<file path="config.mk">
export PLATFORM = sky130hd
export DESIGN_NAME = geo_pixel_writer
export DESIGN_NICKNAME = d
export VERILOG_FILES = /design/src/logic/pixel_writer_pkg.sv /design/src/logic/cmd_fifo.sv /design/src/logic/pixel_merge.sv /design/src/logic/collision_counters.sv /design/src/logic/pixel_writer_ctrl.sv /design/src/logic/geo_pixel_writer.sv
export VERILOG_INCLUDE_DIRS = /design/src /design/src/include
export SDC_FILE = /design/constraint.sdc
export NUM_CORES = 1
export LEC_CHECK = 0
export BUFFER_PORTS_ARGS = -buffer_cell sky130_fd_sc_hd__buf_2
export CAP_MARGIN = 5
export CORE_ASPECT_RATIO = 1.5
export CORE_MARGIN = 5
export CORE_UTILIZATION = 51
export DETAILED_ROUTE_END_ITERATION = 10
export PLACE_DENSITY_LB_ADDON = 0.15
export SLEW_MARGIN = 20
export SYNTH_ARGS = -nofsm -noshare
export SYNTH_HDL_FRONTEND = slang
export SYNTH_SLANG_ARGS = --single-unit
</file>
<file path="constraint.sdc">
create_clock -name clk -period 6.3 [get_ports clk]
set_clock_uncertainty 0.2 [all_clocks]
set_input_delay 0.945 -clock clk [delete_from_list [all_inputs] [get_ports clk]]
set_output_delay 0.945 -clock clk [all_outputs]
set_load 0.05 [all_outputs]
</file>
<file path="src/include/pixel_writer_macros.svh">
`ifndef PIXEL_WRITER_MACROS_SVH
`define PIXEL_WRITER_MACROS_SVH

// RAM side of the pixel writer
`define ADDR_W 20    // word address into display RAM
`define DATA_W 16    // one RAM word holds 1 to 16 pixels

// command side
`define COLOUR_W 8   // immediate colour carried by a command
`define CMD_W 40     // op, colour, bpp, target, address

// command word field positions, top bit down
`define CMD_OP_HI 39
`define CMD_OP_LO 36
`define CMD_COLOUR_HI 35
`define CMD_COLOUR_LO 28
`define CMD_BPP_HI 27
`define CMD_BPP_LO 24
`define CMD_TARGET_HI 23
`define CMD_TARGET_LO 20
`define CMD_ADDR_HI 19   // address sits in the low bits

// collision statistics
`define COLL_W 8     // saturating counters, stop at all ones

`endif

</file>
<file path="src/logic/pixel_writer_pkg.sv">
`include "pixel_writer_macros.svh"

package pixel_writer_pkg;

    // command opcodes understood by the writer
    typedef enum logic [3:0] {
        op_nop           = 4'd0,   // popped and dropped
        op_write         = 4'd1,   // plain pixel write
        op_write_masked  = 4'd2,   // colour 0 is transparent
        op_rst_collision = 4'd10   // clear both collision counters
    } pixel_op_t;

    // pixel depth code, value is bits per pixel minus one
    typedef enum logic [3:0] {
        bpp_1  = 4'd0,
        bpp_2  = 4'd1,
        bpp_4  = 4'd3,
        bpp_8  = 4'd7,
        bpp_16 = 4'd15
    } bpp_t;

    // pixel index inside a RAM word, leftmost pixel is 0
    typedef logic [3:0] target_t;

    typedef logic [`ADDR_W-1:0] word_addr_t;   // RAM word address
    typedef logic [`DATA_W-1:0] word_t;        // RAM word
    typedef logic [`COLOUR_W-1:0] colour_t;    // immediate pixel colour

endpackage

</file>
<file path="src/logic/cmd_fifo.sv">
`timescale 1ns/1ps
`include "pixel_writer_macros.svh"

module cmd_fifo #(
    parameter int width = `CMD_W           // any payload width works
) (
    input  logic             clk,
    input  logic             reset,
    input  logic             push,         // source strobe, only while not full
    input  logic             pop,          // consumer takes the head word
    input  logic [width-1:0] data_in,
    output logic             not_empty,    // head slot holds a word
    output logic             full,         // both slots hold a word
    output logic [width-1:0] data_out      // head word, shown without a read delay
);

    logic [width-1:0] slot_head;           // word at the output
    logic [width-1:0] slot_tail;           // second word, waits behind the head
    logic             head_valid;
    logic             tail_valid;
    logic             pop_ok;              // pop only counts with a head word

    assign pop_ok    = pop && head_valid;
    assign not_empty = head_valid;
    assign full      = tail_valid;
    assign data_out  = slot_head;

    // occupancy flags
    always_ff @(posedge clk) begin
        if (reset) begin
            head_valid <= 1'b0;
            tail_valid <= 1'b0;
        end else begin
            case ({push, pop_ok})
                2'b10: begin
                    if (head_valid) tail_valid <= 1'b1;   // head busy, park in the tail
                    else            head_valid <= 1'b1;   // empty, lands straight at the output
                end
                2'b01: begin
                    head_valid <= tail_valid;             // tail moves up if present
                    tail_valid <= 1'b0;
                end
                default: ;                                // idle, or push and pop balance out
            endcase
        end
    end

    // payload moves, no reset needed
    always_ff @(posedge clk) begin
        if (push && pop_ok) begin
            if (tail_valid) begin
                slot_head <= slot_tail;
                slot_tail <= data_in;
            end else begin
                slot_head <= data_in;                     // head replaced in place
            end
        end else if (push) begin
            if (head_valid) slot_tail <= data_in;
            else            slot_head <= data_in;
        end else if (pop_ok) begin
            slot_head <= slot_tail;                       // stale when tail is empty, flag says so
        end
    end

    // source must watch the full flag
    a_no_push_when_full: assert property (@(posedge clk) disable iff (reset) full |-> !push)
        else $error("cmd_fifo push while full, command lost");

endmodule

</file>
<file path="src/logic/pixel_merge.sv">
`timescale 1ns/1ps

module pixel_merge
    import pixel_writer_pkg::*;
(
    input  word_t   old_word,        // word the pixel lands in
    input  colour_t colour,
    input  bpp_t    bpp,
    input  target_t target,          // pixel index, 0 is the leftmost
    input  logic    masked,          // colour 0 means transparent
    output word_t   new_word,
    output logic    old_pixel_zero   // pixel being replaced was 0
);

    word_t      field_mask;          // low aligned mask for one pixel
    logic [3:0] shift;               // bit position of the pixel's lsb
    word_t      place_mask;          // mask moved onto the pixel
    word_t      colour_field;        // colour clipped and moved onto the pixel
    word_t      old_field;           // old pixel, low aligned
    word_t      merged;

    // mask width and shift per depth
    always_comb begin
        case (bpp)
            bpp_2: begin
                field_mask = 16'h0003;
                shift      = 4'd14 - {target[2:0], 1'b0};    // 8 pixels per word
            end
            bpp_4: begin
                field_mask = 16'h000F;
                shift      = 4'd12 - {target[1:0], 2'b00};   // 4 pixels per word
            end
            bpp_8: begin
                field_mask = 16'h00FF;
                shift      = 4'd8 - {target[0], 3'b000};     // upper byte first
            end
            bpp_16: begin
                field_mask = 16'hFFFF;
                shift      = 4'd0;                           // whole word, target ignored
            end
            default: begin
                field_mask = 16'h0001;                       // 1 bpp and the illegal codes
                shift      = 4'd15 - target;
            end
        endcase
    end

    always_comb begin
        place_mask   = field_mask << shift;
        colour_field = (word_t'(colour) & field_mask) << shift;
        merged       = (old_word & ~place_mask) | colour_field;
        old_field    = (old_word >> shift) & field_mask;
    end

    assign old_pixel_zero = (old_field == '0);
    // transparent colour leaves the word as it was
    assign new_word       = (masked && (colour == '0)) ? old_word : merged;

endmodule

</file>
<file path="src/logic/collision_counters.sv">
`timescale 1ns/1ps
`include "pixel_writer_macros.svh"

module collision_counters
    import pixel_writer_pkg::*;
(
    input  logic               clk,
    input  logic               reset,
    input  logic               inc_rd,         // write landed on a nonzero pixel
    input  logic               inc_wr,         // nonzero pixel really overwritten
    input  logic               clr_rd,         // external clear strobes
    input  logic               clr_wr,
    input  logic               clear_cmd,      // reset-collision command clears both
    output logic [`COLL_W-1:0] collision_rd,
    output logic [`COLL_W-1:0] collision_wr
);

    logic rd_at_max;
    logic wr_at_max;

    assign rd_at_max = (collision_rd == '1);
    assign wr_at_max = (collision_wr == '1);

    always_ff @(posedge clk) begin
        if (reset) begin
            collision_rd <= '0;
            collision_wr <= '0;
        end else begin
            if (clr_rd || clear_cmd) collision_rd <= '0;           // clear beats increment
            else if (inc_rd && !rd_at_max) collision_rd <= collision_rd + 1'b1;

            if (clr_wr || clear_cmd) collision_wr <= '0;
            else if (inc_wr && !wr_at_max) collision_wr <= collision_wr + 1'b1;
        end
    end

    // external clears come as single-cycle strobes
    a_clr_rd_strobe: assert property (@(posedge clk) disable iff (reset) clr_rd |=> !clr_rd)
        else $error("collision_rd_rst held longer than one cycle");

    a_clr_wr_strobe: assert property (@(posedge clk) disable iff (reset) clr_wr |=> !clr_wr)
        else $error("collision_wr_rst held longer than one cycle");

endmodule

</file>
<file path="src/logic/pixel_writer_ctrl.sv">
`timescale 1ns/1ps
`include "pixel_writer_macros.svh"

module pixel_writer_ctrl
    import pixel_writer_pkg::*;
(
    input  logic              clk,
    input  logic              reset,
    input  logic              cmd_valid,       // FIFO head holds a command
    input  logic [`CMD_W-1:0] cmd_word,
    input  logic              ram_mux_busy,    // RAM port taken, hold issue
    input  logic              rd_data_rdy_b,   // read return strobe
    input  word_t             rd_data_in,
    input  word_t             new_word,        // merged word from pixel_merge
    input  logic              old_pixel_zero,
    output logic              cmd_pop,
    output logic              rd_req_b,
    output logic              wr_ena,
    output word_addr_t        ram_addr,
    output word_t             ram_wr_data,
    output word_t             sel_word,        // word the pixel goes into
    output colour_t           sel_colour,
    output bpp_t              sel_bpp,
    output target_t           sel_target,
    output logic              sel_masked,
    output logic              inc_rd,          // old pixel was nonzero
    output logic              inc_wr,          // nonzero pixel actually overwritten
    output logic              clear_cmd        // reset-collision command popped
);

    pixel_op_t  cmd_op;
    colour_t    cmd_colour;
    bpp_t       cmd_bpp;
    target_t    cmd_target;
    word_addr_t cmd_addr;
    logic       write_cmd;                     // plain or masked write
    logic       masked_cmd;

    word_addr_t wc_addr;                       // address of the cached word
    word_t      wc_word;                       // last word written
    logic       wc_valid;
    logic       wc_hit;
    logic       rd_wait;                       // miss in flight, waiting on RAM
    logic       rd_done;                       // read data arrives this cycle
    logic       hit_write;                     // write issued straight from the cache
    logic       suppressed;                    // masked write with colour 0

    colour_t    lat_colour;                    // fields of the command that missed
    bpp_t       lat_bpp;
    target_t    lat_target;
    logic       lat_masked;

    // field breakout of the FIFO head
    assign cmd_op     = pixel_op_t'(cmd_word[`CMD_OP_HI:`CMD_OP_LO]);
    assign cmd_colour = cmd_word[`CMD_COLOUR_HI:`CMD_COLOUR_LO];
    assign cmd_bpp    = bpp_t'(cmd_word[`CMD_BPP_HI:`CMD_BPP_LO]);   // illegal codes fall to 1 bpp
    assign cmd_target = cmd_word[`CMD_TARGET_HI:`CMD_TARGET_LO];
    assign cmd_addr   = cmd_word[`CMD_ADDR_HI:0];

    assign write_cmd  = (cmd_op == op_write) || (cmd_op == op_write_masked);
    assign masked_cmd = (cmd_op == op_write_masked);
    assign wc_hit     = wc_valid && (cmd_addr == wc_addr);

    // a miss cannot read while the port still shows the latched write address
    assign cmd_pop   = cmd_valid && !rd_wait && !ram_mux_busy && !(wr_ena && !wc_hit);
    assign rd_req_b  = cmd_pop && write_cmd && !wc_hit;
    assign hit_write = cmd_pop && write_cmd && wc_hit;
    assign clear_cmd = cmd_pop && (cmd_op == op_rst_collision);
    assign rd_done   = rd_wait && rd_data_rdy_b;
    assign ram_addr  = wr_ena ? wc_addr : cmd_addr;

    // merge geometry, latched fields with RAM data while a read is open
    assign sel_word   = rd_wait ? rd_data_in : wc_word;
    assign sel_colour = rd_wait ? lat_colour : cmd_colour;
    assign sel_bpp    = rd_wait ? lat_bpp    : cmd_bpp;
    assign sel_target = rd_wait ? lat_target : cmd_target;
    assign sel_masked = rd_wait ? lat_masked : masked_cmd;
    assign suppressed = sel_masked && (sel_colour == '0);

    always_ff @(posedge clk) begin
        if (reset) begin
            wr_ena   <= 1'b0;
            wc_valid <= 1'b0;
            rd_wait  <= 1'b0;
            inc_rd   <= 1'b0;
            inc_wr   <= 1'b0;
        end else begin
            wr_ena <= rd_done || hit_write;                  // one cycle write strobe
            inc_rd <= (rd_done || hit_write) && !old_pixel_zero;
            inc_wr <= (rd_done || hit_write) && !old_pixel_zero && !suppressed;
            if (rd_done) begin
                rd_wait  <= 1'b0;
                wc_valid <= 1'b1;                            // cache now holds the fresh word
            end else if (rd_req_b) begin
                rd_wait  <= 1'b1;                            // stall issue until data is back
                wc_valid <= 1'b0;
            end
        end
    end

    // payload registers
    always_ff @(posedge clk) begin
        if (rd_done || hit_write) begin
            ram_wr_data <= new_word;
            wc_word     <= new_word;                         // next hit merges into this
        end
        if (rd_req_b) begin
            wc_addr    <= cmd_addr;
            lat_colour <= cmd_colour;
            lat_bpp    <= cmd_bpp;
            lat_target <= cmd_target;
            lat_masked <= masked_cmd;
        end
    end

    // RAM only answers a read that is open
    a_rdy_needs_read: assert property (@(posedge clk) disable iff (reset)
        rd_data_rdy_b |-> rd_wait)
        else $error("read data strobe with no read request open");

endmodule

</file>
<file path="src/logic/geo_pixel_writer.sv">
`timescale 1ns/1ps
`include "pixel_writer_macros.svh"

module geo_pixel_writer
    import pixel_writer_pkg::*;
(
    input  logic               clk,
    input  logic               reset,
    input  logic               cmd_rdy,            // command strobe from the drawing engine
    input  logic [`CMD_W-1:0]  cmd_in,
    input  word_t              rd_data_in,
    input  logic               rd_data_rdy_b,      // read data valid strobe
    input  logic               ram_mux_busy,
    input  logic               collision_rd_rst,
    input  logic               collision_wr_rst,
    output logic               draw_busy,          // command buffer full
    output logic               rd_req_b,
    output logic               wr_ena,
    output word_addr_t         ram_addr,
    output word_t              ram_wr_data,
    output logic [`COLL_W-1:0] collision_rd,
    output logic [`COLL_W-1:0] collision_wr
);

    logic              cmd_valid;
    logic              cmd_pop;
    logic [`CMD_W-1:0] cmd_word;
    word_t             sel_word;
    colour_t           sel_colour;
    bpp_t              sel_bpp;
    target_t           sel_target;
    logic              sel_masked;
    word_t             new_word;
    logic              old_pixel_zero;
    logic              inc_rd;
    logic              inc_wr;
    logic              clear_cmd;

    cmd_fifo #(
        .width(`CMD_W)
    ) u_cmd_fifo (
        .clk       (clk),
        .reset     (reset),
        .push      (cmd_rdy),
        .pop       (cmd_pop),
        .data_in   (cmd_in),
        .not_empty (cmd_valid),
        .full      (draw_busy),                    // source holds off while high
        .data_out  (cmd_word)
    );

    pixel_writer_ctrl u_ctrl (
        .clk            (clk),
        .reset          (reset),
        .cmd_valid      (cmd_valid),
        .cmd_word       (cmd_word),
        .ram_mux_busy   (ram_mux_busy),
        .rd_data_rdy_b  (rd_data_rdy_b),
        .rd_data_in     (rd_data_in),
        .new_word       (new_word),
        .old_pixel_zero (old_pixel_zero),
        .cmd_pop        (cmd_pop),
        .rd_req_b       (rd_req_b),
        .wr_ena         (wr_ena),
        .ram_addr       (ram_addr),
        .ram_wr_data    (ram_wr_data),
        .sel_word       (sel_word),
        .sel_colour     (sel_colour),
        .sel_bpp        (sel_bpp),
        .sel_target     (sel_target),
        .sel_masked     (sel_masked),
        .inc_rd         (inc_rd),
        .inc_wr         (inc_wr),
        .clear_cmd      (clear_cmd)
    );

    pixel_merge u_merge (
        .old_word       (sel_word),
        .colour         (sel_colour),
        .bpp            (sel_bpp),
        .target         (sel_target),
        .masked         (sel_masked),
        .new_word       (new_word),
        .old_pixel_zero (old_pixel_zero)
    );

    collision_counters u_counters (
        .clk          (clk),
        .reset        (reset),
        .inc_rd       (inc_rd),
        .inc_wr       (inc_wr),
        .clr_rd       (collision_rd_rst),
        .clr_wr       (collision_wr_rst),
        .clear_cmd    (clear_cmd),
        .collision_rd (collision_rd),
        .collision_wr (collision_wr)
    );

endmodule

</file>
After elaboration in Yosys (flattened, before gate mapping). Index checks and enable logic that the tools add are counted.

Register bits after elaboration: 156. Input bits: 63.

Add/subtract/negate cells: 6. Equal/unequal tests: 15. Reduce and logical (&&, ||, !) cells: 42. Muxes and demuxes: 23. Shifts and indexed selects: 3. Bitwise logic cells: 5.

Operator list (number): 2-to-1 mux 40 bit (9); case mux 16 bit (4 select lines) (1); AND 16 bit (2); 2-to-1 mux 16 bit (2); << shifter 16 x 4 -> 16 bit (2); equality test 20 bit (1); 2-to-1 mux 20 bit (1); logical AND 1 bit (17); adder 8 x 1 -> 8 bit (second input constant) (2); AND 8 x 16 -> 16 bit (1); equality test 8 bit (second input constant) (2); zero test 16 bit (1); NOT 16 bit (1); bitwise OR 16 bit (1); case mux 4 bit (4 select lines) (1); >> shifter 16 x 4 -> 16 bit (1); subtractor 4 bit (first input constant) (4); equality test 4 x 1 -> 1 bit (second input constant) (2); equality test 4 x 2 -> 1 bit (second input constant) (2); equality test 4 bit (second input constant) (2); zero test 1 bit (8); zero test 8 bit (1); 2-to-1 mux 4 bit (2); 2-to-1 mux 8 bit (1); 13 further kinds (27).

Longest topological paths before layout.
Depth after elaboration: 11. Gate-level depth with buffers: 13.

Hierarchy. Synthesis repeated with hierarchy kept, for this count alone.

Cell total of the unflattened synthesis: 589. Area total of the unflattened synthesis: 7897.6 sq um.

By module, submodules not included: cmd_fifo (seq. area each 2442.3 sq um, area an instance 3240.6 sq um, instances 1, cells each 145); pixel_writer_ctrl (seq. area each 1691.6 sq um, area an instance 2700.1 sq um, instances 1, cells each 165); pixel_merge (seq. area each 0.0 sq um, area an instance 1137.3 sq um, instances 1, cells each 189); collision_counters (seq. area each 320.3 sq um, area an instance 819.5 sq um, instances 1, cells each 90).

Worst setup path before layout. OpenSTA, ideal clock, no wires.

Kind: register to register. Start point: reg u_ctrl.rd_wait. End point: reg u_cmd_fifo.slot_tail[0], enable pin. Setup time: 497 ps. Arrival time: 4666 ps. Data required time: 5603 ps. Stages on the path, launching flop included: 10. Slack: 936 ps. Cell sequence: dfxtp_1 > buf_6 > buf_8 > buf_6 > buf_6 > buf_2 > nor3_1 > a21boi_1 > ha_1 > o31ai_1.

Word-level cells in the longest chain between the ends: 8. Elaborated cells on any way between the ends: 10. Those cells by class: eq/ne (1); reduce/logical (9).

RTL lines: start: declaration (line pixel_writer_ctrl.sv:43) `logic rd_wait;`; start signal: assignment (line pixel_writer_ctrl.sv:84) `rd_wait <= 1'b0;`; start signal: assignment (line pixel_writer_ctrl.sv:92) `rd_wait <= 1'b0;`; start signal: assignment (line pixel_writer_ctrl.sv:95) `rd_wait <= 1'b1;`; zero test 1 bit (*) (line pixel_writer_ctrl.sv:65) `assign cmd_pop = cmd_valid && !rd_wait && !ram_mux_busy && !(wr_ena && !wc_hit);`; logical AND 1 bit (*) (3 in series) (line pixel_writer_ctrl.sv:65); logical AND 1 bit (*) (line cmd_fifo.sv:23) `assign pop_ok = pop && head_valid;`; logical AND 1 bit (*) (line cmd_fifo.sv:50) `if (push && pop_ok) begin`; inequality test 2 x 1 -> 1 bit (no line) / nonzero test 2 bit (equally long branches); AND reduction 3 bit (no line) (*); end signal: assignment (line cmd_fifo.sv:53) `slot_tail <= data_in;`; end signal: assignment (line cmd_fifo.sv:58) `if (head_valid) slot_tail <= data_in;`; end: declaration (line cmd_fifo.sv:18) `logic [width-1:0] slot_tail;`.

Mark *: on every way between the ends. The rest lies on a longest branch, timed or not. A chain may end at the register's enable or synchronous reset.

Final worst setup path.
Start point: reg u_cmd_fifo.slot_head[15] (netlist: u_cmd_fifo.data_out[15]). End point: out rd_req_b.

Word-level cells in the longest chain between the ends: 8.

RTL lines: start: declaration (line cmd_fifo.sv:17) `logic [width-1:0] slot_head;`; start signal: assignment (line cmd_fifo.sv:52) `slot_head <= slot_tail;`; start signal: assignment (line cmd_fifo.sv:55) `slot_head <= data_in;`; start signal: assignment (line cmd_fifo.sv:59) `else slot_head <= data_in;`; equality test 20 bit (*) (line pixel_writer_ctrl.sv:62) `assign wc_hit = wc_valid && (cmd_addr == wc_addr);`; logical AND 1 bit (*) (line pixel_writer_ctrl.sv:62); zero test 1 bit (*) (line pixel_writer_ctrl.sv:65, pixel_writer_ctrl.sv:66); logical AND 1 bit (line pixel_writer_ctrl.sv:65); zero test 1 bit (line pixel_writer_ctrl.sv:65); logical AND 1 bit (line pixel_writer_ctrl.sv:65); logical AND 1 bit (line pixel_writer_ctrl.sv:66) `assign rd_req_b = cmd_pop && write_cmd && !wc_hit;`; logical AND 1 bit (*) (line pixel_writer_ctrl.sv:66); end: declaration (line geo_pixel_writer.sv:17) `output logic rd_req_b,`.

Marks and branches as above.

==> out/metrics.yaml <==
critical_path:
  r2r_start: "u_cmd_fifo.data_out[15]"
  path_class: "register to primary output"
  startpoint_type: "register"
  crit_fanout: 6
  critPathRequiredTime_ns: 5.15
  arrival_ns: 3.16
  worstReg2RegEnd: "u_cmd_fifo.data_out[25]"
  r2r_slack_ns: 2.25
  crit_start: "u_cmd_fifo.data_out[15]"
  ff2ff_path_depth: 9
  endpoint_kind: "primary output"
sta:
  finalCritPeriodShare_pct: 68.34
  max_freq_mhz: 232.3
  timing.hold.ws_ns: 0.2488
  setup_viol: 0
  drv_slew: 0
  relSlewSlack_pct: 34.09
  fin_crit_ns: 4.305
  setup_tns_ns: 0
  rsz0062_at_grt: "no"
  hold_viol_final: 0
  worst_slew_pin_slew_ns: 0.9873
layout:
  fin_nets: 776
  antenna_cells: 0
  final_common_cell: "edfxtp_1"
  drive_gt1_share_pct: 36.20
  final_cell_mix: "133 x edfxtp_1, 117 x buf_2, 68 x mux2_2, 28 x nand2_1, 28 x mux2i_1"
  utilization_pct: 61.10
  syn2layout_area_growth_pct: 17.76
grt:
  grt_start_max_net_pins: 41
  track_usage_pct: 20.77
  globalRouteOverflowTotal: 0
  grt_pass1_vias: 5573
  grt_pass1_wl_microns: 29750
  antenna_found_initial: 0
clock_network:
  cts_buffers: 17
  clock-root-buffer: "clkbuf_16"
  clkSinkCount: 156
  cts_tree: "built"
  clockBufferDepth: 2
  ctsResizeCount: 0
  clk_pin_slew_ns: 0.06
  cts_hold_buffers: 0
  post_cts_buffers: 0
  cts.htree.levels: 4
  clk_latency_ns: 0.42
synth:
  netlist_area_sq_um: 7819
  syn_nets: 654
  ys.flop_type: "edfxtp_1"
  yosys_warnings: 0
  ys_seq_area_share_pct: 56.97
  ys_ff_latch: 156
  synth_area_leader_cell: "edfxtp_1"
  synth.top_cell.area_share_pct: 51.08
  synthCells: 586
  synth_edf_count: 133
  yosysUniqueCellTypes: 79
  synth_area_per_cell_sq_um: 13.34
  netlist_top_cells_area: "edfxtp_1 51%, mux2_2 9.8%, dfxtp_1 5.9%, mux2i_1 3.7%, xnor2_1 2.9%"
  synthArstFlopShare_pct: 0
routing:
  viasPerCell: 5.835
  ant_nets: 0
  drc: 0
  dr_wl_met2_microns: 9716
  first_pass_iters: 5
  wl_microns: 18570
  wl_met3_microns: 1057
  vias: 5368
  routed.top_layer: "met4"
  drtIter0Drc: 326
  wl_met1_microns: 7222
  wl_per_cell_microns: 20.19
place:
  place_congestion: 0.9539
  hpwl_microns: 13550
  io_buffers: 117
worst_hold_path:
  hold_path_end: "u_ctrl.lat_colour[4]"
  min_from: "u_cmd_fifo.data_out[32]"
  hold_path_depth: 0
  hold_class: "register to register"
die:
  io_pins: 118
  fp.dieH_microns: 161.6
  core_area_sq_um: 15070
  initial_core_util_pct: 51.88
  die_w_microns: 111.1
  fp.dieArea_sq_um: 17960
  rows: 55
pwr:
  total_power_mw: 2.711
  p_leak_nw: 3.325
  vdd_ir_drop_max_uv: 228.4
  power-per-cell-area_nw_per_um2: 294.4
status:
  outcome: "complete, no violations"
flow_run:
  cap_violations: 0
-- kinds of logic (layout without fill, tap and decap cells) --
family	after synthesis	after routing	share of synthesized area (%)
flops	156	156	56.97
simple gates	146	146	10.64
mux	105	105	15.17
fa+ha+maj	5	5	0.8001
xor+xnor	35	35	3.921
compound gates	108	108	10.16
buf+inv	31	166	2.336
-- power breakdown --
part           switching, mW  internal (mW)  leakage [nW]
Combinational          0.268          0.152          1.60
Clock                  0.434          0.632         0.305
Sequential            0.0341           1.19          1.42
Total                  0.736           1.97          3.33
-- synthesized netlist by cell type, types with 3 or more instances --
library cell  instances
edfxtp_1            133
mux2_2               68
mux2i_1              29
nand2_1              28
xnor2_1              26
nor2_1               24
dfxtp_1              23
nand3_1              21
and2_1               16
a21oi_1              15
o21ai_0              15
a31oi_1              12
nand4_1              12
o22ai_1              11
inv_1                10
xor2_1                9
buf_2                 8
clkbuf_1              6
a22oi_1               5
ha_1                  5
nor2b_1               5
nor3_1                5
nor4_1                5
o21ai_1               5
and3_1                4
buf_6                 4
mux2i_2               4
o32ai_1               4
a211oi_1              3
nand2b_1              3
o21a_1                3
o22a_1                3
o31ai_1               3
-- metal layers --
metal	global-route usage, %	up-vias
li1	-	2532
met2	37.38	209
met1	23.25	2589
met3	4.948	38
met4	9.408	0
met5	0	-
-- worst max-delay path by stage --
stage / endpoint / depth (start not counted)
after floorplan: u_cmd_fifo.slot_tail[0] / 9
after CTS: rd_req_b / 8
final: rd_req_b / 8
after global placement: u_cmd_fifo.data_out[14] / 9
after detailed placement: u_cmd_fifo.data_out[25] / 9
after global routing: rd_req_b / 8
-- stage by stage --
stage / instance area (sq um) / cells / setup slack [ns]
floorplan: 7819 / 586 / 0.9364
global placement: 8600 / 888 / 2.354
detailed placement: 8600 / 888 / 2.134
CTS: 9208 / 920 / 1.865
global route: 9208 / 920 / 1.754
finish: 9208 / 920 / 1.995
-- critical path: stages, from the launching register on --
cell,delay (ns)
edfxtp_1,0.44
xnor2_1,0.18
nand4_1,0.14
nor4_1,0.54
nand4_1,0.24
a21boi_1,0.48
nand3_1,0.22
inv_1,0.20
buf_2,0.30
-- final cells by class --
class / instances / area (sq um)
Clock buffer: 17 / 425.4
Multi-Input combinational cell: 399 / 3219
Tap cell: 199 / 249.0
Clock inverter: 15 / 182.7
Inverter: 10 / 37.54
Sequential cell: 156 / 4456
Fill cell: 1235 / 5863
Timing Repair Buffer: 124 / 638.1
-- registers in the layout, summed over array words and instances (netlist names) --
name / count
u_cmd_fifo.data_out: 40
u_cmd_fifo.full: 1
u_cmd_fifo.not_empty: 1
u_cmd_fifo.slot_tail: 40
u_counters.collision_rd: 8
u_counters.collision_wr: 8
u_ctrl.inc_rd: 1
u_ctrl.inc_wr: 1
u_ctrl.lat_bpp: 4
u_ctrl.lat_colour: 8
u_ctrl.lat_masked: 1
u_ctrl.lat_target: 4
u_ctrl.ram_wr_data: 16
u_ctrl.rd_wait: 1
u_ctrl.wc_addr: 20
u_ctrl.wc_valid: 1
u_ctrl.wr_ena: 1
No activity file was read; power rests on OpenSTA's default activity.
